==> config.mk <==
export PLATFORM = sky130hd
export DESIGN_NAME = spi_master
export DESIGN_NICKNAME = d
export VERILOG_FILES = /design/src/verilog/spi_pkg.sv /design/src/verilog/spi_master.sv /design/src/verilog/spi_packet_decode.sv /design/src/verilog/spi_readback.sv /design/src/verilog/spi_regs.sv /design/src/verilog/spi_shifter.sv
export SDC_FILE = /design/constraint.sdc
export NUM_CORES = 1
export LEC_CHECK = 0
export ABC_AREA = 1
export ABC_CLOCK_PERIOD_IN_PS = 7300
export BUFFER_PORTS_ARGS = -buffer_cell sky130_fd_sc_hd__buf_2
export CAP_MARGIN = 10
export CORE_MARGIN = 2
export CORE_UTILIZATION = 45
export DETAILED_ROUTE_END_ITERATION = 10
export MAX_ROUTING_LAYER = met4
export PLACE_DENSITY = 0.8
export RECOVER_POWER = 25
export SLEW_MARGIN = 30
export SYNTH_ARGS = -nofsm -noshare
export SYNTH_HDL_FRONTEND = slang
export SYNTH_SLANG_ARGS = --single-unit
==> constraint.sdc <==
create_clock -name clk -period 7.3 [get_ports clk]
set_clock_uncertainty 0.2 [all_clocks]
set_input_delay 1.095 -clock clk [delete_from_list [all_inputs] [get_ports clk]]
set_output_delay 1.095 -clock clk [all_outputs]
set_load 0.03 [all_outputs]
==> src/verilog/spi_pkg.sv <==
/*
 * spi master shared definitions
 * packet layout, register map, config/status bit positions, reset values
 */

package spi_pkg;

   // ####################################################################
   // packet layout
   // ####################################################################

   localparam int aw = 32;             // address and data width
   localparam int pw = 2*aw + 40;      // 104 bit request/response packet

   localparam int write_lsb    = 0;    // 1 = write
   localparam int datamode_lsb = 1;    // 2 bits
   localparam int ctrlmode_lsb = 3;    // 5 bits
   localparam int dstaddr_lsb  = 8;    // 32 bits
   localparam int data_lsb     = 40;   // 32 bits
   localparam int srcaddr_lsb  = 72;   // 32 bits

   // ####################################################################
   // register map, matched on dstaddr[5:0]
   // ####################################################################

   localparam logic [5:0] reg_config = 6'h00;
   localparam logic [5:0] reg_status = 6'h04;
   localparam logic [5:0] reg_clkdiv = 6'h08;
   localparam logic [5:0] reg_tx     = 6'h10;
   localparam logic [5:0] reg_rx0    = 6'h20; // newest four bytes
   localparam logic [5:0] reg_rx1    = 6'h24; // older four bytes

   // config bits
   localparam int cfg_disable   = 0;
   localparam int cfg_irq_en    = 1;
   localparam int cfg_cpol      = 2;
   localparam int cfg_cpha      = 3;
   localparam int cfg_lsbfirst  = 4;
   localparam int cfg_manual_ss = 5;

   // status bits
   localparam int st_rx_done = 0;     // sticky
   localparam int st_busy    = 1;

   localparam logic [7:0]  clkdiv_reset   = 8'd1;
   localparam logic [31:0] unmapped_rdata = 32'hdeadbeef;

endpackage

==> src/verilog/spi_master.sv <==
/*
 * spi master top
 * packet decode, register block, serial shifter and readback
 */

`timescale 1ns/100ps

module spi_master
(
   input  logic                   clk,
   input  logic                   nreset,
   input  logic                   hw_en,
   input  logic                   access_in,
   input  logic                   miso,
   input  logic [spi_pkg::pw-1:0] packet_in,
   output logic                   access_out,
   output logic                   wait_out,
   output logic                   irq,
   output logic                   sclk,
   output logic                   mosi,
   output logic                   ss,
   output logic [spi_pkg::pw-1:0] packet_out
);

   // decode outputs
   logic        reg_read;
   logic        config_write;
   logic        status_write;
   logic        clkdiv_write;
   logic        tx_write;
   logic [31:0] wdata;
   logic [5:0]  rd_addr;
   logic [31:0] srcaddr;
   logic [4:0]  ctrlmode;
   logic [1:0]  datamode;

   // register side
   logic        spi_en;
   logic        cpol;
   logic        cpha;
   logic        lsbfirst;
   logic        manual_ss;
   logic [7:0]  clkdiv;
   logic [7:0]  config_reg;
   logic [7:0]  status_reg;
   logic [63:0] rx_reg;

   // serial side
   logic        busy;
   logic        rx_access;
   logic [7:0]  rx_byte;

   assign wait_out = busy;             // transfer in flight

   // ####################################################################
   // stages
   // ####################################################################

   spi_packet_decode u_decode
   (
      .access_in    (access_in),
      .packet_in    (packet_in),
      .reg_read     (reg_read),
      .config_write (config_write),
      .status_write (status_write),
      .clkdiv_write (clkdiv_write),
      .tx_write     (tx_write),
      .wdata        (wdata),
      .rd_addr      (rd_addr),
      .srcaddr      (srcaddr),
      .ctrlmode     (ctrlmode),
      .datamode     (datamode)
   );

   spi_regs u_regs
   (
      .clk          (clk),
      .nreset       (nreset),
      .hw_en        (hw_en),
      .config_write (config_write),
      .status_write (status_write),
      .clkdiv_write (clkdiv_write),
      .wdata        (wdata),
      .busy         (busy),
      .rx_access    (rx_access),
      .rx_byte      (rx_byte),
      .spi_en       (spi_en),
      .cpol         (cpol),
      .cpha         (cpha),
      .lsbfirst     (lsbfirst),
      .manual_ss    (manual_ss),
      .irq          (irq),
      .clkdiv       (clkdiv),
      .config_reg   (config_reg),
      .status_reg   (status_reg),
      .rx_reg       (rx_reg)
   );

   spi_shifter u_shifter
   (
      .clk        (clk),
      .nreset     (nreset),
      .tx_write   (tx_write),
      .spi_en     (spi_en),
      .cpol       (cpol),
      .cpha       (cpha),
      .lsbfirst   (lsbfirst),
      .manual_ss  (manual_ss),
      .miso       (miso),
      .wdata_byte (wdata[7:0]),        // tx byte in the low data bits
      .clkdiv     (clkdiv),
      .busy       (busy),
      .rx_access  (rx_access),
      .sclk       (sclk),
      .mosi       (mosi),
      .ss         (ss),
      .rx_byte    (rx_byte)
   );

   spi_readback u_readback
   (
      .clk        (clk),
      .nreset     (nreset),
      .reg_read   (reg_read),
      .rd_addr    (rd_addr),
      .srcaddr    (srcaddr),
      .ctrlmode   (ctrlmode),
      .datamode   (datamode),
      .config_reg (config_reg),
      .status_reg (status_reg),
      .clkdiv_reg (clkdiv),
      .rx_reg     (rx_reg),
      .access_out (access_out),
      .packet_out (packet_out)
   );

endmodule

==> src/verilog/spi_packet_decode.sv <==
/*
 * request packet decoder
 * slices the packet and raises one strobe per register access
 */

`timescale 1ns/100ps

module spi_packet_decode
(
   input  logic                   access_in,
   input  logic [spi_pkg::pw-1:0] packet_in,
   output logic                   reg_read,
   output logic                   config_write,
   output logic                   status_write,
   output logic                   clkdiv_write,
   output logic                   tx_write,
   output logic [31:0]            wdata,
   output logic [5:0]             rd_addr,
   output logic [31:0]            srcaddr,
   output logic [4:0]             ctrlmode,
   output logic [1:0]             datamode
);

   logic        write;                 // request is a write
   logic        reg_write;             // qualified write strobe
   logic [31:0] dstaddr;

   // ####################################################################
   // field extraction
   // ####################################################################

   assign write    = packet_in[spi_pkg::write_lsb];
   assign datamode = packet_in[spi_pkg::datamode_lsb +: 2];
   assign ctrlmode = packet_in[spi_pkg::ctrlmode_lsb +: 5];
   assign dstaddr  = packet_in[spi_pkg::dstaddr_lsb +: spi_pkg::aw];
   assign wdata    = packet_in[spi_pkg::data_lsb +: spi_pkg::aw];
   assign srcaddr  = packet_in[spi_pkg::srcaddr_lsb +: spi_pkg::aw];

   assign rd_addr  = dstaddr[5:0];     // only low offset bits decoded

   // ####################################################################
   // access strobes
   // ####################################################################

   assign reg_read  = access_in & ~write;
   assign reg_write = access_in & write;

   assign config_write = reg_write & (dstaddr[5:0] == spi_pkg::reg_config);
   assign status_write = reg_write & (dstaddr[5:0] == spi_pkg::reg_status);
   assign clkdiv_write = reg_write & (dstaddr[5:0] == spi_pkg::reg_clkdiv);
   assign tx_write     = reg_write & (dstaddr[5:0] == spi_pkg::reg_tx); // starts shifter

endmodule

==> src/verilog/spi_readback.sv <==
/*
 * spi readback stage
 * registered read mux and response packet to the requester
 */

`timescale 1ns/100ps

module spi_readback
(
   input  logic                   clk,
   input  logic                   nreset,
   input  logic                   reg_read,
   input  logic [5:0]             rd_addr,
   input  logic [31:0]            srcaddr,
   input  logic [4:0]             ctrlmode,
   input  logic [1:0]             datamode,
   input  logic [7:0]             config_reg,
   input  logic [7:0]             status_reg,
   input  logic [7:0]             clkdiv_reg,
   input  logic [63:0]            rx_reg,
   output logic                   access_out,
   output logic [spi_pkg::pw-1:0] packet_out
);

   logic [31:0] rdata_q;
   logic [31:0] dstaddr_q;             // return address
   logic [4:0]  ctrlmode_q;
   logic [1:0]  datamode_q;

   always_ff @(posedge clk or negedge nreset)
   begin
      if (!nreset)
         access_out <= 1'b0;
      else
         access_out <= reg_read;       // one cycle read latency
   end

   // payload captured with the read
   always_ff @(posedge clk)
   begin
      if (reg_read)
      begin
         case (rd_addr)
            spi_pkg::reg_config : rdata_q <= {24'h0, config_reg};
            spi_pkg::reg_status : rdata_q <= {24'h0, status_reg};
            spi_pkg::reg_clkdiv : rdata_q <= {24'h0, clkdiv_reg};
            spi_pkg::reg_rx0    : rdata_q <= rx_reg[31:0];
            spi_pkg::reg_rx1    : rdata_q <= rx_reg[63:32];
            default             : rdata_q <= spi_pkg::unmapped_rdata;
         endcase
         dstaddr_q  <= srcaddr;
         ctrlmode_q <= ctrlmode;
         datamode_q <= datamode;
      end
   end

   // response is a write back, srcaddr left at zero
   always_comb
   begin
      packet_out                                         = '0;
      packet_out[spi_pkg::write_lsb]                     = 1'b1;
      packet_out[spi_pkg::datamode_lsb +: 2]             = datamode_q;
      packet_out[spi_pkg::ctrlmode_lsb +: 5]             = ctrlmode_q;
      packet_out[spi_pkg::dstaddr_lsb +: spi_pkg::aw]    = dstaddr_q;
      packet_out[spi_pkg::data_lsb +: spi_pkg::aw]       = rdata_q;
   end

endmodule

==> src/verilog/spi_regs.sv <==
/*
 * spi register block
 * config, status, clock divider and the 64 bit receive history
 */

`timescale 1ns/100ps

module spi_regs
(
   input  logic        clk,
   input  logic        nreset,
   input  logic        hw_en,          // block enable pin
   input  logic        config_write,
   input  logic        status_write,
   input  logic        clkdiv_write,
   input  logic [31:0] wdata,
   input  logic        busy,           // from shifter
   input  logic        rx_access,      // end of transfer pulse
   input  logic [7:0]  rx_byte,
   output logic        spi_en,
   output logic        cpol,
   output logic        cpha,
   output logic        lsbfirst,
   output logic        manual_ss,
   output logic        irq,
   output logic [7:0]  clkdiv,
   output logic [7:0]  config_reg,
   output logic [7:0]  status_reg,
   output logic [63:0] rx_reg
);

   logic [1:0] status_q;               // busy, rx_done

   // ####################################################################
   // config
   // ####################################################################

   always_ff @(posedge clk or negedge nreset)
   begin
      if (!nreset)
         config_reg <= 8'h00;
      else if (config_write)
         config_reg <= wdata[7:0];
   end

   // control levels out of config
   assign spi_en    = hw_en & ~config_reg[spi_pkg::cfg_disable]; // on by default
   assign cpol      = config_reg[spi_pkg::cfg_cpol];
   assign cpha      = config_reg[spi_pkg::cfg_cpha];
   assign lsbfirst  = config_reg[spi_pkg::cfg_lsbfirst];
   assign manual_ss = config_reg[spi_pkg::cfg_manual_ss];

   // ####################################################################
   // status
   // ####################################################################

   always_ff @(posedge clk or negedge nreset)
   begin
      if (!nreset)
         status_q <= 2'b00;
      else if (status_write)
         status_q <= wdata[1:0];       // writing 0 clears rx_done
      else
      begin
         status_q[spi_pkg::st_busy]    <= busy;
         status_q[spi_pkg::st_rx_done] <= status_q[spi_pkg::st_rx_done] | rx_access;
      end
   end

   assign status_reg = {6'b000000, status_q};

   // level interrupt, held until rx_done cleared
   assign irq = config_reg[spi_pkg::cfg_irq_en] & status_q[spi_pkg::st_rx_done];

   // ####################################################################
   // clock divider
   // ####################################################################

   always_ff @(posedge clk or negedge nreset)
   begin
      if (!nreset)
         clkdiv <= spi_pkg::clkdiv_reset;
      else if (clkdiv_write)
         clkdiv <= wdata[7:0];
   end

   // receive history, newest byte in the low byte
   always_ff @(posedge clk or negedge nreset)
   begin
      if (!nreset)
         rx_reg <= 64'h0;
      else if (rx_access)
         rx_reg <= {rx_reg[55:0], rx_byte};
   end

endmodule

==> src/verilog/spi_shifter.sv <==
/*
 * spi serial engine
 * one 8 bit transfer per start, all cpol/cpha modes, msb or lsb first
 */

`timescale 1ns/100ps

module spi_shifter
(
   input  logic       clk,
   input  logic       nreset,
   input  logic       tx_write,        // transmit register write
   input  logic       spi_en,
   input  logic       cpol,
   input  logic       cpha,
   input  logic       lsbfirst,
   input  logic       manual_ss,
   input  logic       miso,
   input  logic [7:0] wdata_byte,
   input  logic [7:0] clkdiv,
   output logic       busy,
   output logic       rx_access,       // one cycle, transfer done
   output logic       sclk,
   output logic       mosi,
   output logic       ss,
   output logic [7:0] rx_byte
);

   logic       start;                  // accepted transmit write
   logic       tick;                   // half period elapsed
   logic [7:0] div_cnt;
   logic [4:0] edge_cnt;               // sclk edges done, 0..16
   logic       last_edge;
   logic       sample_edge;            // capture miso on this edge
   logic       shift_edge;             // advance mosi on this edge
   logic       sclk_phase;             // 1 = sclk away from idle level
   logic [7:0] tx_sr;
   logic [7:0] rx_sr;

   // ####################################################################
   // timing
   // ####################################################################

   assign start = tx_write & spi_en & ~busy; // dropped otherwise
   assign tick  = busy & (div_cnt >= clkdiv); // >= survives a clkdiv change

   always_ff @(posedge clk or negedge nreset)
   begin
      if (!nreset)
         div_cnt <= 8'd0;
      else if (start | tick)
         div_cnt <= 8'd0;
      else if (busy)
         div_cnt <= div_cnt + 8'd1;
   end

   assign last_edge = (edge_cnt == 5'd15);

   // odd edges sample for cpha 0, even edges for cpha 1
   assign sample_edge = tick & (edge_cnt[0] == cpha);
   // first cpha 1 edge only opens the bit
   assign shift_edge  = tick & (edge_cnt[0] != cpha) & (edge_cnt != 5'd0);

   // ####################################################################
   // transfer control
   // ####################################################################

   always_ff @(posedge clk or negedge nreset)
   begin
      if (!nreset)
      begin
         busy       <= 1'b0;
         rx_access  <= 1'b0;
         edge_cnt   <= 5'd0;
         sclk_phase <= 1'b0;
      end
      else
      begin
         rx_access <= tick & last_edge; // busy falls with it
         if (start)
         begin
            busy       <= 1'b1;
            edge_cnt   <= 5'd0;
            sclk_phase <= 1'b0;
         end
         else if (tick)
         begin
            edge_cnt   <= edge_cnt + 5'd1;
            sclk_phase <= ~sclk_phase;
            if (last_edge)
               busy <= 1'b0;
         end
      end
   end

   // ####################################################################
   // data path
   // ####################################################################

   // transmit shifter, first bit on mosi straight after load
   always_ff @(posedge clk)
   begin
      if (start)
         tx_sr <= wdata_byte;
      else if (shift_edge)
         tx_sr <= lsbfirst ? {1'b0, tx_sr[7:1]} : {tx_sr[6:0], 1'b0};
   end

   // receive shifter, same direction so loopback returns the byte
   always_ff @(posedge clk)
   begin
      if (sample_edge)
         rx_sr <= lsbfirst ? {miso, rx_sr[7:1]} : {rx_sr[6:0], miso};
   end

   assign rx_byte = rx_sr;
   assign mosi    = lsbfirst ? tx_sr[0] : tx_sr[7];
   assign sclk    = cpol ^ sclk_phase; // idles at cpol
   assign ss      = ~(busy | manual_ss); // active low

endmodule

Yosys cells after proc, flatten, opt, wreduce, memory -nomap -nowiden:

Index checks and enable logic that the tools add are counted.
W data, S select, Z words.

* flip-flop bits (word level): 186
* input bits: 109
* output and inout bits: 110

* equality and inequality tests: 8
* bitwise logic cells: 24
* order comparisons: 1
* multiplexer cells: 16
* reduce and logical (&&, ||, !) cells: 7
* add/subtract/negate cells: 2

Operators by type and width (number)
* $pmux W32 S5: 1
* $mux W8: 6
* $and A1 B1 Y1: 15
* $eq A6 B6 Y1 const B: 2
* $mux W5: 2
* $add A8 B1 Y8 const B: 1
* $ge A8 B8 Y1: 1
* $reduce_bool A2 Y1: 4
* $eq A6 B3 Y1 const B: 1
* $eq A6 B4 Y1 const B: 1
* $eq A6 B5 Y1 const B: 1
* $logic_not A6 Y1: 1
* $mux W1: 6
* $add A5 B1 Y5 const B: 1
* $eq A5 B4 Y1 const B: 1
* $not A1 Y1: 5
* $reduce_bool A5 Y1: 1
* $or A1 B1 Y1: 3
* $mux W2: 1
* $reduce_and A2 Y1: 1
* $eq A1 B1 Y1: 1
* $ne A1 B1 Y1: 1
* $xor A1 B1 Y1: 1

Logic depth before layout (Yosys ltp):

* depth after elaboration: 6
* depth in mapped cells: 12
* depth with buffers taken out: 12

Hierarchy:

Synthesis repeated with hierarchy kept, for this count alone.

* cells, all modules: 961
* area total of the unflattened synthesis: 9113.7 um^2

Modules (own cells, without submodules)
* spi_readback: times used 1, cells each 304, area each 3447.1 um^2, seq. area each 2157.1 um^2
* spi_regs: times used 1, cells each 333, area each 3160.5 um^2, seq. area each 2053.2 um^2
* spi_shifter: times used 1, cells each 225, area each 1833.0 um^2, seq. area each 880.8 um^2
* spi_packet_decode: times used 1, cells each 99, area each 673.1 um^2, seq. area each 0.0 um^2

Worst setup path after synthesis:

No wires, ideal clock.

* path type: input -> register
* start point: input port access_in
* end point: register u_readback.ctrlmode_q[0] (enable)
* library setup time: 504 ps
* data required time: 6596 ps
* cell stages on the path: 2
* buffers on the path: 0
* arrival: 4136 ps
* path slack: 2461 ps
* cells stage by stage: inv_1 > nor2_1

* word-level cells in the longest chain between the ends: 1

Ends and longest elaborated chain
* start, declared: line spi_master.sv:13 `input logic access_in,`
* $and A1 B1 Y1: line spi_packet_decode.sv:45 `assign reg_read = access_in & ~write;`
* via reg_read: line spi_master.sv:26 `logic reg_read;`
* end signal, assigned: line spi_readback.sv:52 `ctrlmode_q <= ctrlmode;`
* end, declared: line spi_readback.sv:27 `logic [4:0] ctrlmode_q;`

The timed path passes the listed nets, and every way through them passes these cells.
A chain may end at the register's enable or synchronous reset.

Worst setup path after layout:

* start point: register u_shifter.rx_access
* end point: register u_regs.rx_reg[56]

RTL lines
* start, declared: line spi_shifter.sv:22 `output logic rx_access,`
* start signal, assigned: line spi_shifter.sv:79 `rx_access <= tick & last_edge;`
* end signal, assigned: line spi_regs.sv:93 `rx_reg <= {rx_reg[55:0], rx_byte};`
* end, declared: line spi_regs.sv:29 `output logic [63:0] rx_reg`

No word-level cell between the ends.

==> impl_metrics.yaml <==
outcome:
  status: "complete, but fails checks"
  violations: "max-capacitance violations, max-slew violations"
worst_setup_path:
  critPathRequiredTime_ns: 7.22
  end_kind: "register"
  startpoint_type: "register"
  r2r_slack_ns: 2.81
  cp_max_fo: 125
  crit_type: "reg -> reg"
  crit_arrival_ns: 4.41
  r2r-start: "u_shifter.rx_access$_DFF_PN0_"
  r2r_end: "u_regs.rx_reg[56]$_DFFE_PN0P_"
  rr_worst_depth: 2
synthesis:
  synthArstFlopShare_pct: 53.2
  ys_ff_latch: 186
  synthFlopType: "dfrtp_1"
  synth_area_um2: 8180
  syn_avg_cell_area_um2: 10.5
  synth_cells: 778
  yosysSeqAreaShare_pct: 62.2
  ys_types: 39
  synth_edf_count: 87
  yosysWarnings: 0
sta:
  timing.setup.tns_ns: 0
  slew_violations: 188
  fmax_mhz: 223
  rsz0062_at_grt: "false"
  finalSetupViolations: 0
  relSlewSlack_pct: -194
  fin_ws_ns: 2.81
  period_share_pct: 61.5
  whs_ns: 0.277
  worst_pin_slew_ns: 4.40
  min_period_ns: 4.49
  hold_violations: 0
min_path:
  min_to: "u_regs.rx_reg[54]$_DFFE_PN0P_"
  hold_depth: 2
  min_from: "u_regs.rx_reg[46]$_DFFE_PN0P_"
  hp-class: "reg -> reg"
die:
  coreArea_um2: 17900
  start_util_pct: 45.7
  die_h_um: 139
  fp.dieArea_um2: 19300
  fp-row-count: 49
  die_w_um: 139
  io_pins: 219
cts:
  clock_latency_ns: 0.44
  clk_pin_slew_worst_paths_ns: 0.07
  cts_hold_buf: 0
  clock_path_buffers: 2
  post-cts-setup-buffer-count: 0
  cts_buffers: 17
  cts_resized: 0
  clkSinkCount: 186
  cts_root_buf: "clkbuf_16"
  cts_tree: "built"
  htree_levels: 4
place:
  dp_slack_ns: 4.20
  io_buffers: 135
  hpwl_um: 11400
  placed_cells: 1116
  place.gp.congestion: 0.819
global_route:
  grt-ovfl-total: 0
  track_usage_pct: 18.2
  grt_pass1_vias: 5514
  met1_usage_pct: 23.8
  grtUsageMet2_pct: 28.9
  use_met3_pct: 3.76
  grt_pass1_wl_um: 27300
  antenna_found_initial: 0
  grt-busiest-layer: "met2"
  grt_max_degree: 126
power:
  finalPower_uw: 2440
  p_switching_uw: 712
  pwr-share-seq_pct: 50.3
  p_comb_share_pct: 14.7
  clkPwrFrac_pct: 35.0
  powerDensity_nw_per_um2: 259
  p_leak_uw: 0.00418
  internal_power_uw: 1730
  p_sw_share_pct: 29.2
  peakVddDrop_v: 0.000174
drt:
  dr_total_vias: 5608
  drc: 0
  drtIter0Drc: 365
  antenna_left: 0
  viasPerCell: 4.89
  wl_per_cell_um: 14.5
  drt_first_pass_iters: 5
  routed_wl_um: 16700
layout:
  most-common-layout-cells: "175 x nand2_1, 134 x buf_2, 114 x inv_1, 97 x dfrtp_1, 87 x edfxtp_1"
  antenna_cells: 0
  fillers: 1606
  fin_nets: 1027
  drive_gt1_share_pct: 23.8
  layout_commonest_cell: "nand2_1"
  largest_reg_flops: 64
  layout.cells.non_filler: 1148
  syn_to_final_growth_pct: 15.2
job:
  max_cap_viol_count: 2
-- cells in the mapped netlist, types with 2 or more instances --
master,count,area share [%]
nand2_1,175,8.0
inv_1,114,5.2
dfrtp_1,98,30
edfxtp_1,87,32
o21ai_0,65,4.0
nor2_1,41,1.9
buf_4,37,3.4
o21ai_2,17,1.8
nand3_1,13,0.80
a21oi_1,12,0.73
clkbuf_1,12,0.55
ha_1,12,1.8
o22ai_1,11,0.84
o221ai_2,10,1.8
buf_2,9,0.55
nand4_1,7,0.54
o221ai_1,7,0.75
nand3_2,6,0.73
xor2_1,6,0.64
a31oi_1,5,0.38
mux2_2,4,0.55
nand2_2,4,0.31
buf_6,3,0.41
nor3_1,3,0.18
conb_1,2,0.092
inv_2,2,0.092
nand2_4,2,0.28
nor2_2,2,0.15
o21ai_1,2,0.12
-- metal layers --
layer / vias up / share of wire (%) / wire (um)
li1: 2749 / - / -
met1: 2689 / 44 / 7390
met2: 151 / 49 / 8230
met3: 19 / 4.7 / 779
met4: 0 / 1.6 / 269
met5: - / 0 / 0
-- final cells by class --
class	count	area, um2	share of cell area (%)
repair buffers	140	708	7.51
inverters	116	435	4.62
multi-input cells	445	2360	25.1
clock buffers	19	433	4.59
well taps	229	287	3.04
flip-flops and latches	186	5090	54.0
clock inverters	13	106	1.13
-- power groups by stage --
stage                     combinational (uW)  sequential, uW  clock (uW)
final                                    359            1230         854
after floorplan                          231            1280           0
after global routing                     401            1240         915
after detailed placement                 359            1250           0
after CTS                                362            1230         869
after global placement                   344            1240           0
-- per-stage QoR --
step	utilization, %	area [um2]
after floorplan	-	8300
after global placement	49.7	8890
after detailed placement	49.7	8890
after CTS	52.7	9430
after global routing	52.6	9430
final	52.6	9430
-- cells by family (layout without fill, tap and decap cells) --
family | count (synthesis) | in the layout | share of synthesized area (%)
flops | 186 | 186 | 62.2
fa+ha+maj | 12 | 12 | 1.83
simple gates | 257 | 257 | 13.4
buf+inv | 178 | 288 | 10.4
compound gates | 132 | 132 | 10.7
xor+xnor | 7 | 7 | 0.749
mux | 4 | 4 | 0.550
other cells | 2 | 33 | 0.0918
-- worst max path at each step --
stage,cells after the start,slack (ns),from,to
after global placement,8,4.21,packet_in[9],u_readback.rdata_q[4]$_DFFE_PP_
after global routing,2,2.27,u_shifter.rx_access$_DFF_PN0_,u_regs.rx_reg[12]$_DFFE_PN0P_
after detailed placement,8,4.20,packet_in[9],u_readback.rdata_q[4]$_DFFE_PP_
after floorplan,2,2.46,access_in,u_readback.ctrlmode_q[0]$_DFFE_PP_
final,2,2.81,u_shifter.rx_access$_DFF_PN0_,u_regs.rx_reg[56]$_DFFE_PN0P_
after CTS,3,4.40,u_regs.config_reg[4]$_DFFE_PN0P_,mosi
-- critical path: stages (launching register included) --
cell,delay (ns)
dfrtp_2,0.34
clkbuf_1,3.07
o21ai_0,0.51
(Power assumes the default switching activity.)
